==> src/core_pkg.sv <==
package core_pkg;

    // ------------------------------------------------------------
    // widths
    // ------------------------------------------------------------
    typedef logic [63:0] xlen_t;
    typedef logic [31:0] inst_t;
    typedef logic [4:0]  reg_addr_t;

    // major opcodes of the supported subset
    localparam logic [6:0] OP_IMM    = 7'b0010011;
    localparam logic [6:0] OP_REG    = 7'b0110011;
    localparam logic [6:0] OP_LOAD   = 7'b0000011;
    localparam logic [6:0] OP_STORE  = 7'b0100011;
    localparam logic [6:0] OP_BRANCH = 7'b1100011;

    // funct7 of sub, add uses all zeros
    localparam logic [6:0] FUNCT7_SUB = 7'b0100000;

    localparam xlen_t RESET_PC = 64'h0;

    // ------------------------------------------------------------
    // bundles
    // ------------------------------------------------------------
    // one system bus request, valid and ready travel beside it
    typedef struct packed {
        logic  write;
        xlen_t addr;
        xlen_t wdata;
    } bus_req_t;

    // memory op from execute to the load/store unit
    typedef struct packed {
        logic      is_store;
        xlen_t     addr;
        xlen_t     wdata;
        reg_addr_t rd;
    } mem_op_t;

    // one register write
    typedef struct packed {
        reg_addr_t rd;
        xlen_t     data;
    } wb_t;

    // instruction with the pc it was fetched from
    typedef struct packed {
        xlen_t pc;
        inst_t inst;
    } fetch_pkt_t;

    typedef enum logic [1:0] {
        ARB_IDLE,
        ARB_WAIT_D,
        ARB_WAIT_I
    } arb_state_t;

endpackage
==> src/bus_arbiter.sv <==
`timescale 1ns/100ps
module bus_arbiter import core_pkg::*; (
    input  logic     clk,
    input  logic     reset,
    input  logic     d_req_valid,
    input  bus_req_t d_req,
    output logic     d_req_ready,
    output logic     d_rsp_valid,
    input  logic     i_req_valid,
    input  bus_req_t i_req,
    output logic     i_req_ready,
    output logic     i_rsp_valid,
    output logic     bus_req_valid,
    output bus_req_t bus_req,
    input  logic     bus_req_ready,
    input  logic     bus_rsp_valid
);
    arb_state_t state;
    logic       i_locked;
    logic       sel_d;
    logic       idle;

    assign idle = (state == ARB_IDLE);

    // data master first unless an instruction request is already on the bus
    assign sel_d = d_req_valid && !i_locked;

    assign bus_req_valid = idle && (d_req_valid || i_req_valid);
    assign bus_req       = sel_d ? d_req : i_req;
    assign d_req_ready   = idle && bus_req_ready && sel_d;
    assign i_req_ready   = idle && bus_req_ready && !sel_d;

    // response goes back to the owner only
    assign d_rsp_valid = (state == ARB_WAIT_D) && bus_rsp_valid;
    assign i_rsp_valid = (state == ARB_WAIT_I) && bus_rsp_valid;

    always_ff @(posedge clk) begin
        if (reset) begin
            state    <= ARB_IDLE;
            i_locked <= 1'b0;
        end else begin
            // keep an unaccepted instruction request on the bus
            if (bus_req_valid) begin
                i_locked <= !bus_req_ready && !sel_d;
            end
            case (state)
                ARB_IDLE: begin
                    if (bus_req_valid && bus_req_ready) begin
                        state <= sel_d ? ARB_WAIT_D : ARB_WAIT_I;
                    end
                end
                default: begin
                    if (bus_rsp_valid) begin
                        state <= ARB_IDLE;
                    end
                end
            endcase
        end
    end

    a_no_idle_rsp: assert property (@(posedge clk) disable iff (reset)
        bus_rsp_valid |-> !idle);

endmodule

==> config.mk <==
export PLATFORM = sky130hd
export DESIGN_NAME = bus_arbiter
export DESIGN_NICKNAME = d
export VERILOG_FILES = /design/src/core_pkg.sv /design/src/bus_arbiter.sv
export SDC_FILE = /design/constraint.sdc
export NUM_CORES = 1
export LEC_CHECK = 0
export ABC_AREA = 1
export BUFFER_PORTS_ARGS = -buffer_cell sky130_fd_sc_hd__buf_2
export CORE_AREA = 2 2 155 157
export DETAILED_ROUTE_END_ITERATION = 12
export DIE_AREA = 0 0 157 159
export GPL_ROUTABILITY_DRIVEN = 0
export GPL_TIMING_DRIVEN = 0
export PLACE_DENSITY = 0.4
export SLEW_MARGIN = 0
export SYNTH_ARGS = -nofsm -noshare
export SYNTH_HDL_FRONTEND = slang
export SYNTH_SLANG_ARGS = --single-unit
==> constraint.sdc <==
create_clock -name clk -period 1.32 [get_ports clk]
set_input_delay 0.264 -clock clk [delete_from_list [all_inputs] [get_ports clk]]
set_output_delay 0.264 -clock clk [all_outputs]
set_load 0.02 [all_outputs]
**After elaboration in Yosys (flattened, before gate mapping)**

Cells that the tools add are included.

- Register bits: 3
- Bits in latches: 0
- RAM bits: 0
- Bits in read-only memories: 0
- Input port bits: 264
- Logic and storage cells: 26
- Memories kept: 0

- $add $sub $neg: 0
- $mul: 0
- Div/mod/pow operators: 0
- Magnitude comparators: 0
- Equality and inequality tests: 3
- Shifts and indexed selects: 0
- Muxes and demuxes: 5
- Bitwise gates (word level): 0
- Reductions and logical operators: 16

Operators by type and width:

| kind | count |
|---|---|
| two-way mux 129 bit | 1 |
| logical AND 1 bit | 9 |
| two-way mux 2 bit | 4 |
| zero test 1 bit | 3 |
| equality test 2 x 1 -> 1 bit (second input constant) | 1 |
| equality test 2 bit (second input constant) | 1 |
| zero test 2 bit | 1 |
| != test 2 x 1 -> 1 bit (second input constant) | 1 |
| AND reduction 2 bit | 1 |
| nonzero test 2 bit | 1 |
| logical OR 1 bit | 1 |

**Logic depth before layout (Yosys ltp)**

Gate-level depths: netlist of the first run.

- Depth after elaboration: 5
- Gate-level depth with buffers: 7

**Worst setup path after synthesis of the first run**

OpenSTA, ideal clock, no wires.

- Path kind: register -> output
- Start point: register i_locked
- End point: output d_req_ready
- Arrival: 1125 ps
- Required time: 1056 ps
- Setup slack: -69 ps
- Cell stages (with the launch flop): 5
- Cells stage by stage: dfxtp_1 inv_2 nand2_2 clkbuf_1 nor3_1

- Word-level cells in the longest chain between the ends: 3

Ends and longest elaborated chain:

| item | RTL line | RTL |
|---|---|---|
| from (decl) | bus_arbiter.sv:19 | `logic i_locked;` |
| from (signal assigned) | bus_arbiter.sv:44 | `i_locked <= !bus_req_ready && !sel_d;` |
| zero test 1 bit | bus_arbiter.sv:26 | `assign sel_d = d_req_valid && !i_locked;` |
| logical AND 1 bit | bus_arbiter.sv:26 |  |
| logical AND 1 bit | bus_arbiter.sv:30 | `assign d_req_ready = idle && bus_req_ready && sel_d;` |
| to (decl) | bus_arbiter.sv:7 | `output logic d_req_ready,` |

No other way between the ends.

==> results of run 1 <==
-- worst min-delay path, delay by kind of cell --
| family | cells | cell delay [ns] |
|---|---|---|
| buffers and inverters | 2 | 0.14 |
| AND/OR/NAND/NOR | 2 | 0.09 |
-- logic make-up after synthesis --
kind of cell / Yosys count / share of synthesized area [%]
AO/OA/AOI/OAI: 3 / 0.841
buffers and inverters: 38 / 9.53
AND/OR/NAND/NOR: 407 / 86.3
flip-flops: 3 / 3.36
-- flip-flops by register name, summed over array words and instances, names as in the netlist --
register,flops
i_locked,1
state,2
-- layer usage --
layer  GRT usage [%]  share of wire (%)  up-vias
met2            20.5                 54      259
met3            1.22                8.0        4
li1                -                  -     2171
met1            10.6                 38     1810
met5               0                  0        -
met4           0.834               0.17        0
-- synth_stat cells (all sizes together) --
master	instances
inv	10
nand2	394
clkbuf	8
nor3	4
a21oi	3
dfxtp	3
nand3	4
buf	20
nor2	5
-- where the power goes --
group | leakage, nW | total [mW] | switching, mW | internal [mW]
combinational | 3.59 | 4.23 | 2.20 | 2.03
sequential | 0.0264 | 0.158 | 0.0323 | 0.125
clock | 0.0382 | 0.482 | 0.0837 | 0.399
total | 3.66 | 4.87 | 2.31 | 2.56
-- per-stage QoR --
| stage | util (%) | setup TNS (ns) | cells | worst slack [ns] |
|---|---|---|---|---|
| 2_1_floorplan | - | 0 | 451 | 0.0498 |
| 3_3_place_gp | 18.0 | -55.86 | 1167 | -0.562 |
| 3_5_place_dp | 18.0 | -57.31 | 1167 | -0.589 |
| 4_1_cts | 23.2 | -35.58 | 1183 | -0.325 |
| 5_1_grt | 26.1 | -43.57 | 1190 | -0.363 |
| 6_report | 26.1 | -34.88 | 1190 | -0.307 |
-- final timing paths --
path | depth (start not counted) | to
worst min-delay path | 4 | state[0]
worst max-delay path | 8 | bus_req[84]
worst min register to register | 3 | i_locked
worst max register to register | 8 | state[1]
-- repair_timing --
item / in CTS / in global routing
cloned: 4 / 4
endpoints found under the setup margin: 133 / 135
hold buffers: 0 / 0
pin swaps: 11 / 22
buffers inserted: 8 / 3
resized for setup: 317 / 167
-- area by class of cell --
class	count	area share (%)
multi-input combinational	410	34.0
timing repair buffer	416	49.4
clock buffer	4	1.30
buffer	28	6.68
tap	319	6.59
sequential	3	1.14
inverter	10	0.909
==> flow_metrics.py, run 1 <==
metrics = {
    "sta": {
        "maxSlewViolCount": 0,
        "skew_ns": 0.000378,
        "setup_ws_ns": -0.307,
        "post-route-period-util_pct": 123,
        "max_freq_mhz": 615,
        "final_worst_hold_slack_ns": 0.308,
        "final-hold-violation-count": 0,
        "tmin_final_ns": 1.63,
        "max_slew_margin_pct": 82.7,
        "setup_viol": 131,
        "worst_slew_pin_slew_ns": 0.259,
        "grt_setup_unrepaired": "yes",
    },
    "finish": {
        "nNetsFinal": 1136,
        "most_frequent_cells_in_the_layout": "nand2_1, buf_2, buf_6, nand2_2, nand2_4",
        "multiInputGateArea_sq_mm": 0.00206,
        "area.growth.synth_to_final_pct": 239,
        "diodes": 0,
        "mostFrequentLayoutCell": "nand2_1",
        "postLayoutCellArea_sq_mm": 0.00605,
        "final-seq-area_sq_um": 68.8,
        "fill_cells": 2564,
        "drive_above_1_share_pct": 65.8,
    },
    "setup_path": {
        "worstPathCellList": "inv_4 > nand2_8 > clkinv_8 > buf_12 > buf_8 > nand2_2 > nand2_1 > buf_6",
        "worst-path-buf-inv": 5,
        "worstPathArrival_ns": 1.36,
        "worst_setup_path_end_kind": "output port",
        "required_time_reported_for_the_critical_path_endpoint_ns": 1.06,
        "crit_type": "reg2out",
        "critical_path.startpoint": "i_locked",
        "r2r_start": "i_locked",
        "timing.critical_path.from_type": "flop",
        "timing.critical_path.max_delay_family": "buffers and inverters",
        "crit_path_max_incr_delay_ns": 0.33,
        "timing.reg2reg.setup_slack_ns": 0.15,
        "cp_slowest_cell": "dfxtp_2",
        "crit_fanout": 10,
    },
    "pwr": {
        "vdd_ir_drop_max_uv": 377,
        "post-layout-total-power_mw": 4.87,
        "p_leak_nw": 3.66,
        "power.density_cell_area_mw_per_mm2": 805,
    },
    "synth": {
        "netlist_top_cells_area": "nand2_1, buf_2, dfxtp_1",
        "yosysWarnings": 0,
        "synth_largest_type_area_fraction_pct": 82.6,
        "netlist_area_sq_mm": 0.00179,
        "postSynthNetCount": 715,
        "synth.ff_latch_count": 3,
        "synthesized_area_divided_by_synthesized_cell_count_sq_um": 3.96,
        "netlist_instances": 451,
        "synth.lib_cells_used.distinct": 12,
        "synth-seq-area-share_pct": 3.36,
        "synth_top_cell_by_area": "nand2_1",
    },
    "placement": {
        "dpl-instance-area_sq_mm": 0.00418,
        "buffer_ports.inserted": 397,
        "place_hpwl_mm": 11.2,
    },
    "global_route": {
        "grt_util_all_layers_pct": 9.82,
        "grt_antenna_before_repair": 0,
        "maximum_number_of_pins_on_one_net_before_global_route_repair": 11,
        "wire_length_of_the_first_global_routing_pass_mm": 19.5,
        "gr-total-overflow": 0,
        "first_global_vias": 3854,
    },
    "drt": {
        "drtPass1Iterations": 4,
        "wire_per_inst_um": 12.4,
        "post-route-drc-count": 0,
        "via_per_inst": 3.57,
        "dr.first_iter.drc_count": 93,
        "final_antenna_net_count": 0,
        "drt_wl_total_mm": 14.7,
        "route.vias.total": 4244,
    },
    "cts": {
        "clock_tree.buffer_depth": 2,
        "h_tree_lvl_count": 1,
        "clk_transition_reported_paths_ns": 0.03,
        "tritoncts_clock_tree": "built",
        "tritoncts.num_buffers": 3,
        "clock-root-buffer": "clkbuf_16",
        "worst_skew_pair.late_latency_ns": 0.22,
        "clock-sinks": 3,
    },
    "run_status": {
        "violated_checks": "negative setup slack",
        "run_status": "finished with violations",
    },
    "die": {
        "initial_core_util_pct": 7.70,
        "design.portCount": 398,
        "die-area_sq_mm": 0.0250,
        "x_dimension_of_the_die_um": 157,
        "dieHeight_um": 159,
        "placementRows": 56,
        "floorplan.core_area_sq_mm": 0.0232,
    },
    "min_path": {
        "hold_sp": "reset",
        "min-delay-path-class": "in2reg",
    },
    "flow_run": {
        "max_cap_viol_count": 0,
    },
}
(Power assumes the default switching activity.)
==> inputs of run 2 (changes only) <==
--- a/config.mk
+++ b/config.mk
@@ -5,14 +5,13 @@
 export SDC_FILE = /design/constraint.sdc
 export NUM_CORES = 1
 export LEC_CHECK = 0
-export ABC_AREA = 1
 export BUFFER_PORTS_ARGS = -buffer_cell sky130_fd_sc_hd__buf_2
-export CORE_AREA = 2 2 155 157
+export CORE_AREA = 2 2 154 156
 export DETAILED_ROUTE_END_ITERATION = 12
-export DIE_AREA = 0 0 157 159
+export DIE_AREA = 0 0 156 158
 export GPL_ROUTABILITY_DRIVEN = 0
 export GPL_TIMING_DRIVEN = 0
-export PLACE_DENSITY = 0.4
+export PLACE_DENSITY = 0.42
 export SLEW_MARGIN = 0
 export SYNTH_ARGS = -nofsm -noshare
 export SYNTH_HDL_FRONTEND = slang
==> run 2 against run 1 <==
  * Non-clock buffer count is 15 lower
  * Highest routed layer unchanged
  * The flow still finishes with violations (negative setup slack)
  * Utilization is 2.3 points lower
  * Flip-flop and latch count stayed put
  * Wire length is 4.0% lower
  * Power is 34% lower
==> flow_metrics.py, run 2 <==
metrics = {
    "run_status": {
        "run_status": "finished with violations",
        "violated_checks": "negative setup slack",
    },
    "pwr": {
        "comb_power_share_pct": 81.8,
        "p_leak_nw": 3.01,
        "power.clock.fraction_pct": 14.9,
        "p_sw_share_pct": 38.0,
        "pwr-share-seq_pct": 3.2,
        "p_int_mw": 2.00,
        "power.density_cell_area_mw_per_mm2": 588,
        "net-switching-power_mw": 1.23,
        "vdd_ir_drop_max_uv": 232,
    },
    "finish": {
        "nNetsFinal": 850,
        "most_frequent_cells_in_the_layout": "buf_2, mux2_4, buf_6, mux2_2, buf_4",
        "number_of_flip_flops_in_the_largest_register": 2,
        "drive_above_1_share_pct": 97.1,
        "area.growth.synth_to_final_pct": 161,
        "biggestRegsByFlops": "state x2, i_locked x1",
        "fill_cells": 2526,
        "max_flop_register": "state",
        "diodes": 0,
        "final_cells": 875,
        "mostFrequentLayoutCell": "buf_2",
    },
    "setup_path": {
        "timing.critical_path.from_type": "flop",
        "crit_path_max_incr_delay_ns": 0.32,
        "worstPathArrival_ns": 1.59,
        "worst-path-buf-inv": 4,
        "cp_slowest_cell": "dfxtp_2",
        "crit_type": "reg2out",
        "crit_fanout": 8,
        "required_time_reported_for_the_critical_path_endpoint_ns": 1.06,
        "worst_setup_path_end_kind": "output port",
        "timing.critical_path.max_delay_family": "buffers and inverters",
        "worstPathCellList": "nor2b_4 > buf_12 > buf_16 > clkbuf_16 > mux2_4 > buf_6",
    },
    "drt": {
        "post-route-drc-count": 0,
        "route.vias.total": 3037,
        "drtPass1Iterations": 4,
        "final_antenna_net_count": 0,
        "wire_per_inst_um": 16.1,
        "drt_wl_total_mm": 14.1,
        "dr.first_iter.drc_count": 99,
        "via_per_inst": 3.47,
    },
    "sta": {
        "post-route-period-util_pct": 141,
        "grt_setup_unrepaired": "yes",
        "setup_ws_ns": -0.536,
        "worst_slew_pin_slew_ns": 0.260,
        "final-hold-violation-count": 0,
        "max_slew_margin_pct": 82.6,
        "skew_ns": 0.00146,
        "max_freq_mhz": 539,
        "final.setup.tns_ns": -66.02,
        "tmin_final_ns": 1.86,
        "maxSlewViolCount": 0,
        "setup_viol": 132,
    },
    "cts": {
        "h_tree_lvl_count": 1,
        "cts-hold-fix-buffers": 0,
        "clock-sinks": 3,
        "clk_transition_reported_paths_ns": 0.03,
        "tritoncts.num_buffers": 3,
        "clock-root-buffer": "clkbuf_16",
        "tritoncts_clock_tree": "built",
        "clock_tree.buffer_depth": 2,
        "worst_skew_pair.late_latency_ns": 0.22,
    },
    "die": {
        "initial_core_util_pct": 9.11,
        "dieHeight_um": 158,
        "die-area_sq_mm": 0.0246,
        "placementRows": 56,
        "design.portCount": 398,
        "floorplan.core_area_sq_mm": 0.0231,
        "x_dimension_of_the_die_um": 156,
    },
    "synth": {
        "postSynthNetCount": 431,
        "synth.cells.most_frequent": "mux2_4, mux2_2, buf_8, buf_2",
        "synth_top_cell_by_area": "mux2_4",
        "synth.most_common_cell": "mux2_4",
        "ys_async_sr_fraction_pct": 0,
        "synth.ff_latch_count": 3,
        "synth.lib_cells_used.distinct": 20,
        "yosysWarnings": 0,
        "synth_flop_cell": "dfxtp_1",
        "synthesized_area_divided_by_synthesized_cell_count_sq_um": 12.6,
        "netlist_top_cells_area": "mux2_4, mux2_2, buf_8",
        "synth_largest_type_area_fraction_pct": 55.7,
        "netlist_area_sq_mm": 0.00210,
        "netlist_instances": 167,
        "number_of_flops_mapped_to_enable_cells_by_yosys": 0,
        "synth-seq-area-share_pct": 2.86,
    },
    "global_route": {
        "gr-total-overflow": 0,
        "grt_antenna_before_repair": 0,
        "grt_util_all_layers_pct": 9.40,
        "wire_length_of_the_first_global_routing_pass_mm": 17.2,
        "first_global_vias": 2919,
        "maximum_number_of_pins_on_one_net_before_global_route_repair": 11,
    },
    "min_path": {
        "min-delay-path-class": "in2reg",
    },
    "placement": {
        "buffer_ports.inserted": 397,
        "dp.cells": 854,
        "placement.setup.worst_slack_ns": -0.506,
        "place_hpwl_mm": 12.3,
    },
    "flow_run": {
        "max_cap_viol_count": 0,
    },
}
-- run 2: layout make-up --
| cell class | instances | area [sq um] | area share [%] |
|---|---|---|---|
| Buffer | 13 | 250 | 4.56 |
| Clock buffer | 4 | 78.8 | 1.44 |
| Inverter | 2 | 7.51 | 0.137 |
| Multi-Input combinational cell | 147 | 1920 | 35.0 |
| Sequential cell | 3 | 61.3 | 1.12 |
| Tap cell | 290 | 363 | 6.61 |
| Timing Repair Buffer | 416 | 2810 | 51.1 |
-- run 2: path summary, 6_finish.rpt --
check,depth (start not counted),slack (ns),from,endpoint
min,2,0.27,reset,state[0]
max reg2reg,7,-0.04,i_locked,state[1]
min reg2reg,3,0.63,i_locked,i_locked
max,6,-0.54,i_locked,bus_req[66]
-- run 2: stage by stage --
stage / total power [mW] / utilization (%) / cell area [sq um] / hold slack (ns)
after global routing: 3.39 / 23.8 / 5490 / 0.300
after global placement: 2.25 / 19.5 / 4500 / 0.505
final: 3.23 / 23.8 / 5490 / 0.271
after CTS: 3.00 / 21.8 / 5020 / 0.271
after detailed placement: 2.24 / 19.5 / 4500 / 0.498
after floorplan: 1.40 / - / 2150 / 0.336
-- run 2: power by group through the flow --
stage	clock, mW	combinational, mW	sequential [mW]
3_3_place_gp	0	2.14	0.105
2_1_floorplan	0	1.29	0.104
5_1_grt	0.500	2.78	0.106
6_report	0.481	2.64	0.105
3_5_place_dp	0	2.14	0.105
4_1_cts	0.488	2.41	0.104
-- run 2: routing by layer --
metal | vias to the layer above | track usage (%) | part of all wire, %
li1 | 1466 | - | -
met1 | 1330 | 11.2 | 39
met2 | 237 | 18.0 | 51
met3 | 4 | 1.72 | 9.1
met4 | 0 | 0.961 | 0.52
met5 | - | 0 | 0
-- run 2: kinds of logic (layout without fill, tap and decap cells) --
family	Yosys count	after routing	share of synthesized area (%)
buffers and inverters	17	435	8.34
muxes	129	129	83.1
DFF	3	3	2.86
and+or+nand+nor	13	13	3.99
AOI/OAI and AO/OA	5	5	1.73
-- run 2: what timing repair did --
item	CTS	global route
cloned	2	5
setup endpoints to repair	131	132
gates resized for setup	109	102
pin swaps	0	0
hold endpoints to repair	0	0
buffers inserted	6	6
