**src/core_pkg.sv**
```systemverilog
package core_pkg;

    // ------------------------------------------------------------
    // widths
    // ------------------------------------------------------------
    typedef logic [63:0] xlen_t;
    typedef logic [31:0] inst_t;
    typedef logic [4:0]  reg_addr_t;

    // major opcodes of the supported subset
    localparam logic [6:0] OP_IMM    = 7'b0010011;
    localparam logic [6:0] OP_REG    = 7'b0110011;
    localparam logic [6:0] OP_LOAD   = 7'b0000011;
    localparam logic [6:0] OP_STORE  = 7'b0100011;
    localparam logic [6:0] OP_BRANCH = 7'b1100011;

    // funct7 of sub, add uses all zeros
    localparam logic [6:0] FUNCT7_SUB = 7'b0100000;

    localparam xlen_t RESET_PC = 64'h0;

    // ------------------------------------------------------------
    // bundles
    // ------------------------------------------------------------
    // one system bus request, valid and ready travel beside it
    typedef struct packed {
        logic  write;
        xlen_t addr;
        xlen_t wdata;
    } bus_req_t;

    // memory op from execute to the load/store unit
    typedef struct packed {
        logic      is_store;
        xlen_t     addr;
        xlen_t     wdata;
        reg_addr_t rd;
    } mem_op_t;

    // one register write
    typedef struct packed {
        reg_addr_t rd;
        xlen_t     data;
    } wb_t;

    // instruction with the pc it was fetched from
    typedef struct packed {
        xlen_t pc;
        inst_t inst;
    } fetch_pkt_t;

    typedef enum logic [1:0] {
        ARB_IDLE,
        ARB_WAIT_D,
        ARB_WAIT_I
    } arb_state_t;

endpackage
```
**src/load_store_unit.sv**
```systemverilog
`timescale 1ns/100ps
module load_store_unit import core_pkg::*; (
    input  logic     clk,
    input  logic     reset,
    input  logic     mop_valid,
    input  mem_op_t  mop,
    output logic     mop_ready,
    output logic     req_valid,
    output bus_req_t req,
    input  logic     req_ready,
    input  logic     rsp_valid,
    input  xlen_t    rsp_data,
    output logic     load_valid,
    output wb_t      load_wb
);
    mem_op_t op;
    logic    busy;

    // one op at a time from accept to response
    assign mop_ready = !busy;

    always_comb begin
        req.write = op.is_store;
        req.addr  = op.addr;
        req.wdata = op.wdata;
    end

    always_ff @(posedge clk) begin
        if (reset) begin
            busy       <= 1'b0;
            req_valid  <= 1'b0;
            load_valid <= 1'b0;
        end else begin
            if (mop_valid && mop_ready) begin
                busy      <= 1'b1;
                req_valid <= 1'b1;
            end
            if (req_valid && req_ready) begin
                req_valid <= 1'b0;
            end
            // store response completes silently
            load_valid <= busy && rsp_valid && !op.is_store;
            if (busy && rsp_valid) begin
                busy <= 1'b0;
            end
        end
    end

    always_ff @(posedge clk) begin
        if (mop_valid && mop_ready) begin
            op <= mop;
        end
        if (busy && rsp_valid) begin
            load_wb.rd   <= op.rd;
            load_wb.data <= rsp_data;
        end
    end

    // arbiter only routes a response after our request was taken
    a_rsp_owned: assert property (@(posedge clk) disable iff (reset)
        rsp_valid |-> busy && !req_valid);

endmodule

```
**config.mk**
```make
export PLATFORM = sky130hd
export DESIGN_NAME = load_store_unit
export DESIGN_NICKNAME = d
export VERILOG_FILES = /design/src/core_pkg.sv /design/src/load_store_unit.sv
export SDC_FILE = /design/constraint.sdc
export NUM_CORES = 1
export LEC_CHECK = 0
export BUFFER_PORTS_ARGS = -buffer_cell sky130_fd_sc_hd__buf_2
export CORE_AREA = 2 2 157 159
export CTS_CLUSTER_DIAMETER = 120
export CTS_CLUSTER_SIZE = 14
export DETAILED_ROUTE_END_ITERATION = 8
export DIE_AREA = 0 0 159 161
export MAX_ROUTING_LAYER = met4
export PLACE_DENSITY_LB_ADDON = 0.1
export SLEW_MARGIN = 20
export SYNTH_ARGS = -nofsm -noshare
export SYNTH_HDL_FRONTEND = slang
export SYNTH_SLANG_ARGS = --single-unit
```
**constraint.sdc**
```tcl
create_clock -name clk -period 9.45 [get_ports clk]
set_clock_uncertainty 0.05 [all_clocks]
set_input_delay 1.4175 -clock clk [delete_from_list [all_inputs] [get_ports clk]]
set_output_delay 1.4175 -clock clk [all_outputs]
set_load 0.01 [all_outputs]
```
# After elaboration in Yosys (flattened, before gate mapping)
# Cells that the tools add are included.
# totals
out_inout_bits	201
in_bits	203
wordCells	17
regBits	206
# op_classes
n_reduce_logical	8
# op_table
cell	n
1-bit logical AND	4
2-bit OR reduction	2
1-bit logical NOT	2

# Logic depth before layout (Yosys ltp)
# Gate-level depths: netlist (run 1).
# depth
ltp_word	2
ltp_mapped	2
mapped_depth_nobuf	2

# Worst setup path before layout (run 1)
# No wires, ideal clock.
# synth_path
kind	input to register
from	in mop_valid
to	reg op[0] (netlist bit) (enable)
required_time_ps	8753
t_arrival_ps	7253
path_stages	1
setup_slack_ps	1500
path_cell_list	nor2b_1
# synth_between
elab_chain_cells	1
# synth_lines
element	line_no	text
start: declaration	load_store_unit.sv:5	input logic mop_valid,
1-bit logical AND	load_store_unit.sv:50	if (mop_valid && mop_ready) begin
end signal: assignment	load_store_unit.sv:51	op <= mop;
end: declaration	load_store_unit.sv:16	mem_op_t op;
# Every way passes these cells.
# A chain may end at the register's enable or synchronous reset.

# Worst setup path after layout (run 1)
# layout_path
from	in mop_valid
to	reg op, in the netlist req[20] (enable)
# The elaborated chain is that of the path after synthesis.

==> results.tsv, run 1 <==
stage	metric	value	unit
timing	worst_pin_slew	1020	ps
cts	post_cts_buffers	0	
die	dieArea	0.0256	mm2
die	ios	404	
setup_path	worstPathArrival	3200	ps
die	die_x	159	um
cts	cts_tree	done	
power_and_ir_drop	p_int	1.52	mW
layout	final_common_cell	buf_2	
timing	tns	0	ps
setup_path	cp-end-kind	flip-flop	
synth	ys_ff_latch	206	
setup_path	cp-startpoint	mop_valid	
setup_path	crit_family	buffers and inverters	
die	rows	57	
setup_path	path_max_fanout	82	
timing	timing.final.max_slew_violations	0	
cts	h-tree-depth	1	
detailed_routing	wl	16700	um
layout	area_growth	28.4	%
detailed_routing	postRouteAntennaNets	0	
timing	post-route-period-util	33.3	%
power_and_ir_drop	p_total	1.92	mW
detailed_routing	routed_via_density	3.81	
detailed_routing	wl_per_cell	17.0	um
setup_path	cp_common_cell	buf_4	
timing	slew_headroom	32.1	%
global_routing	grt_antenna_before_repair	3	
setup_path	critPathMaxStageDelay	890	ps
synth	synth_cells	344	
timing	rsz0062_at_grt	false	
placed_design	gp_congestion	0.782	
layout	fill_cells	2322	
worst_hold_path	min_from	op[1]	
setup_path	crit_type	in2reg	
synth	syn_avg_cell_area	20.9	um2
power_and_ir_drop	power_frac_comb	7.1	%
synth	netlist_area	0.00718	mm2
detailed_routing	drc	0	
setup_path	cp_slowest_cell	buf_4	
placed_design	io_buffers	403	
layout	drive_above_1_share	65.6	%
timing	timing.hold.ws	369	ps
layout	nNetsFinal	843	
synth	synth_nets	547	
power_and_ir_drop	cellLeakagePower	3.84	nW
synth	yosys.cell_types.count	11	
timing	finalSetupViolations	0	
global_routing	grt_pass1_vias	4007	
die	core_area	0.0240	mm2
run	cap_violations	0	
setup_path	cp-start-kind	input port	
layout	final_cell_mix	buf_2, edfxtp_1, clkbuf_16	
global_routing	track_usage	12.7	%
detailed_routing	drt_iter0_markers	176	
setup_path	cp_cell_sequence	buf_2 -> nor2b_4 -> buf_4 -> buf_4	
layout	layout.cells.non_filler	981	
placed_design	dp_cells	944	
synth	yosysSeqAreaShare	85.7	%
outcome	outcome	complete, no violations	
synth	yosysWarnings	0	
cts	ctsResizeCount	0	
timing	min_period	3150	ps
power_and_ir_drop	p_per_area	208	mW/mm2
timing	finalHoldViolations	0	
die	start_util	30.0	%
cts	clockRootBuffer	clkbuf_16	
layout	fin_util	38.5	%
cts	clock_path_buffers	3	
power_and_ir_drop	p_sw_share	20.7	%
cts	cts.sinks	206	
global_routing	grt_max_degree	83	
synth	synth_top_area_share	84.9	%
setup_path	worst_ep_required_time	9500	ps
cts	cts_hold_buf	0	
detailed_routing	firstDrtPassIters	4	
setup_path	cp_num_buf_inv	3	
worst_hold_path	min_path_type	reg2reg	
synth	synth_area_leaders	edfxtp_1, buf_4, dfxtp_1, nor3b_2, and2_4	
power_and_ir_drop	pwr-share-clk	37.1	%
cts	numCtsBuffers	18	
synth	synth.largest_area_cell	edfxtp_1	
timing	fmax	318	MHz
power_and_ir_drop	p_sw	398	uW
global_routing	grt_pass1_wl	23900	um
power_and_ir_drop	ir_drop	0.153	mV
cts	worstSkewPairLatency	480	ps
cts	clk_pin_slew	70	ps
global_routing	overflow	0	
detailed_routing	route.vias.total	3742	
die	die_y	161	um
setup_path	reg2reg_from	busy	
power_and_ir_drop	seq_power_share	55.9	%
worst paths after layout:
path,to,slack (ps),depth (start not counted)
setup / recovery,req[20],6300,4
hold / removal,load_wb[65],370,0
setup reg to reg,req[20],6990,3
hold reg to reg,load_wb[65],370,0
cells by family after synthesis:
kind of cell	Yosys count	synth area share, %
AO/OA/AOI/OAI	1	0.105
buffers and inverters	130	13.5
flip-flops	206	85.7
AND/OR/NAND/NOR	7	0.662
stage by stage:
step | setup slack (ps) | instance area, um2
after floorplan | 1500 | 7180
after detailed placement | 5750 | 8660
after global routing | 6160 | 9220
final | 6300 | 9220
after CTS | 6280 | 9210
after global placement | 5840 | 8660
area by class of cell:
| class | instances | area, um2 | area share (%) |
|---|---|---|---|
| Clock buffer | 31 | 520 | 5.64 |
| Timing Repair Buffer | 405 | 2030 | 22.0 |
| Antenna cell | 5 | 12.5 | 0.136 |
| Multi-Input combinational cell | 8 | 62.6 | 0.678 |
| Tap cell | 324 | 405 | 4.40 |
| Sequential cell | 206 | 6160 | 66.7 |
| Clock inverter | 1 | 30.0 | 0.326 |
| Inverter | 1 | 3.75 | 0.0407 |
cell usage after synthesis (all sizes together):
library cell / number
nor2b: 1
inv: 1
a21o: 1
nor3: 1
buf: 129
and2: 1
nor2: 2
nor3b: 2
edfxtp: 203
dfxtp: 3
power by group through the flow:
| stage | sequential, mW | combinational [mW] | clock (mW) |
|---|---|---|---|
| finish | 1.07 | 0.135 | 0.712 |
| global route | 1.08 | 0.147 | 0.778 |
| CTS | 1.07 | 0.139 | 0.745 |
| detailed placement | 1.09 | 0.139 | 0 |
| global placement | 1.09 | 0.138 | 0 |
| floorplan | 1.11 | 0.0785 | 0 |
per-layer routing:
metal	GRT usage (%)	vias up	routed length [um]
met2	21.8	265	8420
met3	5.73	23	2090
met4	3.80	0	449
met1	13.1	1726	5720
li1	-	1728	-
met5	-	-	0
sequential cells by signal, indices dropped and copies added, names as in the netlist:
register	flops
busy	1
load_valid	1
load_wb	69
op	5
req	129
req_valid	1
No activity file was read; power rests on OpenSTA's default activity.
==> run 2: changes to the inputs <==
clock period = 3.1 ns   (was 9.45 ns; I/O delays follow)
==> results.tsv, run 2 (synthesis results as in run 1) <==
stage	metric	value	unit	change
detailed_routing	postRouteAntennaNets	0		unchanged
power_and_ir_drop	p_total	5.81	mW	was 1.92 mW
setup_path	cp_num_cells	2		was 4
die	dieArea	0.0256	mm2	unchanged
global_routing	track_usage	13.0	%	was 12.7%
setup_path	cp-start-kind	flip-flop		was input port
placed_design	io_buffers	403		unchanged
timing	fmax	592	MHz	
cts	post_cts_buffers	0		unchanged
setup_path	worst_ep_required_time	3220	ps	was 9500 ps
setup_path	path_max_fanout	37		was 82
detailed_routing	wl	16900	um	was 16,700 um
cts	clk_pin_slew	70	ps	about the same
setup_path	worstPathArrival	1810	ps	was 3200 ps
cts	numCtsBuffers	18		unchanged
setup_path	cp-end-kind	flip-flop		unchanged
timing	post-route-period-util	54.5	%	
die	start_util	30.0	%	unchanged
die	ios	404		unchanged
detailed_routing	routed_via_density	3.89		was 3.81
cts	cts.sinks	206		unchanged
layout	final_cell_mix	buf_2, edfxtp_1, clkbuf_16		unchanged
timing	timing.hold.ws	104	ps	was 369 ps
global_routing	grt_pass1_vias	4141		was 4,007
layout	layout.cells.non_filler	980		was 981
setup_path	crit_family	simple AND/OR/NAND/NOR gates		was buffers and inverters
layout	largest_register_ffs	129		unchanged
outcome	outcome	complete, no violations		unchanged
global_routing	overflow	0		unchanged
worst_hold_path	whs_path_depth	1		was 0
run	cap_violations	0		unchanged
setup_path	cp_cell_sequence	nor2b_4 -> buf_12		was buf_2 -> nor2b_4 -> buf_4 -> buf_4
setup_path	crit_type	reg2reg		was in2reg
detailed_routing	drt_iter0_markers	170		was 176
global_routing	grt_pass1_wl	24300	um	was 23,900 um
layout	area_growth	29.2	%	was 28.4%
timing	slew_headroom	38.0	%	was 32.1%
power_and_ir_drop	ir_drop	0.401	mV	was 0.153 mV
global_routing	grt_max_degree	72		was 83
layout	nNetsFinal	849		was 843
cts	ctsResizeCount	0		unchanged
detailed_routing	drc	0		unchanged
cts	cts_tree	done		unchanged
placed_design	dp_cells	950		was 944
timing	min_period	1690	ps	
detailed_routing	wl_per_cell	17.3	um	was 17.0 um
placed_design	gp_congestion	0.807		was 0.782
setup_path	cp_num_buf_inv	1		was 3
placed_design	hpwl	13100	um	
layout	fin_area	0.00928	mm2	was 0.00922 mm2
placed_design	placed_cell_area	0.00874	mm2	was 0.00866 mm2
layout	final_common_cell	buf_2		unchanged
worst_hold_path	min_from	rsp_data[17]		was op[1]
global_routing	grt_antenna_before_repair	4		was 3
die	die_x	159	um	unchanged
detailed_routing	route.vias.total	3809		was 3,742
timing	finalHoldViolations	0		unchanged
timing	rsz0062_at_grt	false		unchanged
cts	clockRootBuffer	clkbuf_16		unchanged
layout	fill_cells	2305		was 2,322
detailed_routing	firstDrtPassIters	4		unchanged
worst_hold_path	min_path_type	in2reg		was reg2reg
cts	h-tree-depth	1		unchanged
layout	final-seq-area	0.00616	mm2	unchanged
setup_path	cp_slowest_cell	nor2b_4		was buf_4
setup_path	reg2reg_depth	2		was 3
cts	clock_path_buffers	3		unchanged
timing	timing.final.max_slew_violations	0		unchanged
power_and_ir_drop	p_per_area	626	mW/mm2	was 208 mW/mm2
timing	tns	0	ps	unchanged
timing	worst_pin_slew	930	ps	was 1020 ps
cts	worstSkewPairLatency	480	ps	about the same
power_and_ir_drop	cellLeakagePower	3.87	nW	was 3.84 nW
layout	drive_above_1_share	66.6	%	was 65.6%
setup_path	reg2reg_from	busy		unchanged
die	core_area	0.0240	mm2	unchanged
cts	cts_hold_buf	0		unchanged
die	die_y	161	um	unchanged
layout	multi_input_area	62.6	um2	unchanged
die	rows	57		unchanged
setup_path	critPathMaxStageDelay	630	ps	was 890 ps
setup_path	cp-startpoint	busy		was mop_valid
timing	finalSetupViolations	0		unchanged
run 2: path summary, 6_finish.rpt:
path,to,slack (ps)
setup reg to reg,req[88],1410
hold / removal,load_wb[17],100
setup / recovery,req[88],1410
hold reg to reg,load_wb[68],380
run 2: cell type report:
| class | instances | share of cell area (%) |
|---|---|---|
| inverter | 1 | 0.0404 |
| sequential | 206 | 66.3 |
| clock buffer | 25 | 5.37 |
| clock inverter | 1 | 0.324 |
| antenna | 4 | 0.108 |
| tap | 324 | 4.37 |
| multi-input combinational | 8 | 0.674 |
| timing repair buffer | 411 | 22.8 |
run 2: worst register-to-register path, stage by stage (launching register included):
cell and delay (ps):
dfxtp_1 350, nor2b_4 630, buf_12 320
run 2: per-layer routing:
| metal | up-vias | GRT usage [%] | wire (um) |
|---|---|---|---|
| met5 | - | - | 0 |
| met4 | 0 | 4.34 | 539 |
| met3 | 30 | 6.03 | 2010 |
| met2 | 265 | 22.5 | 8570 |
| met1 | 1782 | 12.9 | 5800 |
| li1 | 1732 | - | - |
run 2: report_power, final:
| part | switching [mW] | internal, mW | leakage (nW) |
|---|---|---|---|
| clock | 0.917 | 1.19 | 0.255 |
| sequential | 0.0336 | 3.24 | 1.94 |
| combinational | 0.236 | 0.194 | 1.67 |
run 2: per-stage QoR:
step	setup WS [ps]	util, %
3_5_place_dp	1110	36.5
6_report	1410	38.7
5_1_grt	1280	38.7
3_3_place_gp	1140	36.5
4_1_cts	1330	38.7
2_1_floorplan	129	-
==> run 3: changes to the inputs <==
CORE_AREA = 2 2 159 161   (was 2 2 157 159)
DIE_AREA = 0 0 161 163   (was 0 0 159 161)
clock period = 1.5 ns   (was 3.1 ns; I/O delays follow)
==> results.tsv, run 3 <==
stage	metric	value	unit	change
synth	synth_common_cells	edfxtp_1, buf_4, dfxtp_1, nor2_1		unchanged
cts	h-tree-depth	1		unchanged
placed_design	gp_congestion	0.753		was 0.807
synth	yosysWarnings	0		unchanged
die	rows	58		was 57
placed_design	hpwl	13500	um	was 13,100 um
synth	yosys.cell_types.count	11		unchanged
synth	netlist_area	0.00718	mm2	unchanged
cts	cts_hold_buf	199		was 0
die	die_y	163	um	was 161 um
cts	clockRootBuffer	clkbuf_16		unchanged
placed_design	io_buffers	403		unchanged
synth	synth_nets	547		unchanged
placed_design	dp_cells	964		was 950
cts	cts.sinks	206		unchanged
cts	post_cts_buffers	0		unchanged
outcome	outcome	stopped before the end		was complete, no violations
cts	clock_path_buffers	3		unchanged
synth	ys_ff_latch	206		unchanged
synth	synth_top_area_share	84.9	%	unchanged
cts	ctsResizeCount	0		unchanged
synth	synth_cells	344		unchanged
synth	synth_edf_count	203		unchanged
synth	synth_area_leaders	edfxtp_1, buf_4, dfxtp_1, nor3b_2, and2_4		unchanged
synth	synth_async_sr_flop_share	0	%	unchanged
synth	synth_most_common_cell	edfxtp_1		unchanged
outcome	first-error	[ERROR RSZ-0060] Max buffer count reached.		
die	die_x	161	um	was 159 um
outcome	stop_stage	4_1_cts		
die	ios	404		unchanged
cts	numCtsBuffers	18		unchanged
synth	yosysSeqAreaShare	85.7	%	unchanged
synth	synth.largest_area_cell	edfxtp_1		unchanged
synth	synth-main-ff-cell	edfxtp_1		unchanged
die	start_util	29.1	%	was 30.0%
synth	syn_avg_cell_area	20.9	um2	unchanged
placed_design	placed_cell_area	0.00884	mm2	was 0.00874 mm2
## run 3: cell counts after synthesis
No cell type changed its count.
## run 3: cells by family after synthesis
| logic type | after synthesis | share of synthesized area [%] |
|---|---|---|
| AO/OA/AOI/OAI | 1 | 0.105 |
| buffers and inverters | 130 | 13.5 |
| flip-flops | 206 | 85.7 |
| AND/OR/NAND/NOR | 7 | 0.662 |
## run 3: through the flow
step | TNS [ps] | worst slack (ps)
2_1_floorplan | -175000 | -1300
3_3_place_gp | 0 | 207
3_5_place_dp | 0 | 198
==> run 4: changes to the inputs <==
CORE_AREA = not set   (was 2 2 159 161)
CORE_UTILIZATION = 26   (was not set)
CTS_CLUSTER_DIAMETER = not set   (was 120)
CTS_CLUSTER_SIZE = not set   (was 14)
DIE_AREA = not set   (was 0 0 161 163)
MAX_ROUTING_LAYER = not set   (was met4)
PLACE_DENSITY_LB_ADDON = 0.15   (was 0.1)
clock period = 2 ns   (was 1.5 ns; I/O delays follow)
==> results.tsv, run 4 (synthesis results as in run 1) <==
stage	metric	value	unit	change
outcome	outcome	complete, no violations		was stopped before the end
die	rows	60		was 58
detailed_routing	firstDrtPassIters	4		
placed_design	hpwl	13400	um	was 13,500 um
global_routing	grt_max_degree	40		
layout	drive_above_1_share	51.5	%	
setup_path	crit_family	buffers and inverters		
global_routing	grt_pass1_vias	5006		
timing	worst_pin_slew	394	ps	
global_routing	grt_pass1_wl	28200	um	
cts	h-tree-depth	1		unchanged
setup_path	cp_slowest_cell	dlygate4sd3_1		
power_and_ir_drop	p_total	10.1	mW	
layout	area_growth	60.1	%	
setup_path	cp_num_buf_inv	1		
detailed_routing	route.vias.total	4607		
die	core_area	0.0270	mm2	
timing	slew_headroom	73.7	%	
cts	clockRootBuffer	clkbuf_16		unchanged
placed_design	placed_cell_area	0.00878	mm2	was 0.00884 mm2
cts	clk_pin_slew	60	ps	
cts	numCtsBuffers	23		was 18
detailed_routing	postRouteAntennaNets	0		
timing	timing.hold.ws	42.1	ps	
run	cap_violations	0		
layout	final_cell_mix	buf_2, edfxtp_1, dlygate4sd3_1		
global_routing	grt_antenna_before_repair	0		
setup_path	worstPathArrival	1930	ps	
die	start_util	26.6	%	was 29.1%
power_and_ir_drop	ir_drop	0.705	mV	
cts	clock_path_buffers	3		unchanged
placed_design	gp_congestion	0.749		was 0.753
cts	worstSkewPairLatency	510	ps	
timing	timing.final.max_slew_violations	0		
layout	final_common_cell	buf_2		
layout	antennaDiodeCount	0		
cts	cts_tree	done		
detailed_routing	drt_iter0_markers	205		
global_routing	overflow	0		
timing	setup_ws	420	ps	
setup_path	path_max_fanout	27		
cts	cts.sinks	206		unchanged
die	dieArea	0.0283	mm2	
detailed_routing	wl_per_cell	16.0	um	
timing	post-route-period-util	79.0	%	
setup_path	cp-start-kind	flip-flop		
worst_hold_path	min_path_type	in2reg		
layout	largest_register_ffs	129		
timing	finalSetupViolations	0		
setup_path	worst_ep_required_time	2350	ps	
layout	fin_util	42.6	%	
die	die_y	168	um	was 163 um
layout	fin_area	0.0115	mm2	
timing	rsz0062_at_grt	false		
timing	min_period	1580	ps	
layout	nNetsFinal	1055		
detailed_routing	drc	0		
timing	finalHoldViolations	0		
detailed_routing	routed_via_density	3.81		
die	ios	404		unchanged
die	die_x	168	um	was 161 um
setup_path	cp-end-kind	flip-flop		
placed_design	pre_cts_slack	528	ps	was 198 ps
power_and_ir_drop	p_per_area	879	mW/mm2	
timing	fmax	633	MHz	
detailed_routing	wl	19300	um	
cts	ctsResizeCount	0		unchanged
setup_path	crit_type	reg2reg		
setup_path	cp_cell_sequence	and2_4 -> nor3_1 -> dlygate4sd3_1		
power_and_ir_drop	cellLeakagePower	4.81	nW	
placed_design	io_buffers	403		unchanged
setup_path	critPathMaxStageDelay	560	ps	
global_routing	track_usage	13.1	%	
run 4: worst paths after layout:
check | slack [ps] | end | depth (start not counted) | start
max | 420 | busy | 3 | busy
min | 40 | req_valid | 3 | req_ready
max reg2reg | 420 | busy | 3 | busy
min reg2reg | 380 | load_wb[68] | 0 | op[4]
run 4: tightest hold or removal path, stage by stage:
cell,delay (ps)
buf_2,80
nor3b_1,40
a21o_1,140
run 4: area by class of cell:
type | instances | area [um2]
Multi-Input combinational cell | 8 | 62.6
Clock buffer | 28 | 594
Sequential cell | 206 | 6160
Timing Repair Buffer | 612 | 4140
Tap cell | 341 | 427
Fill cell | 2438 | 15500
Inverter | 1 | 3.75
Clock inverter | 13 | 119
run 4: stage by stage:
step                std cells  TNS [ps]
global route             1209         0
floorplan                 344   -108700
detailed placement        968         0
global placement          968         0
finish                   1209         0
CTS                      1209         0
run 4: routing by layer:
metal / GRT usage, % / vias to the layer above / routed length [um]
li1: - / 2153 / -
met1: 13.8 / 2152 / 6990
met2: 23.8 / 275 / 9690
met3: 5.38 / 27 / 2160
met4: 3.83 / 0 / 496
met5: 0 / - / 0
run 4: timing repair:
| action | CTS | global route |
|---|---|---|
| buffers inserted | 0 | 0 |
| endpoints found under the hold margin | 200 | 0 |
| hold buffers | 200 | 0 |
run 4: power by group:
part | total [mW] | switching (mW) | internal [mW]
sequential | 5.08 | 0.0561 | 5.02
clock | 4.03 | 1.66 | 2.37
combinational | 1.00 | 0.441 | 0.559
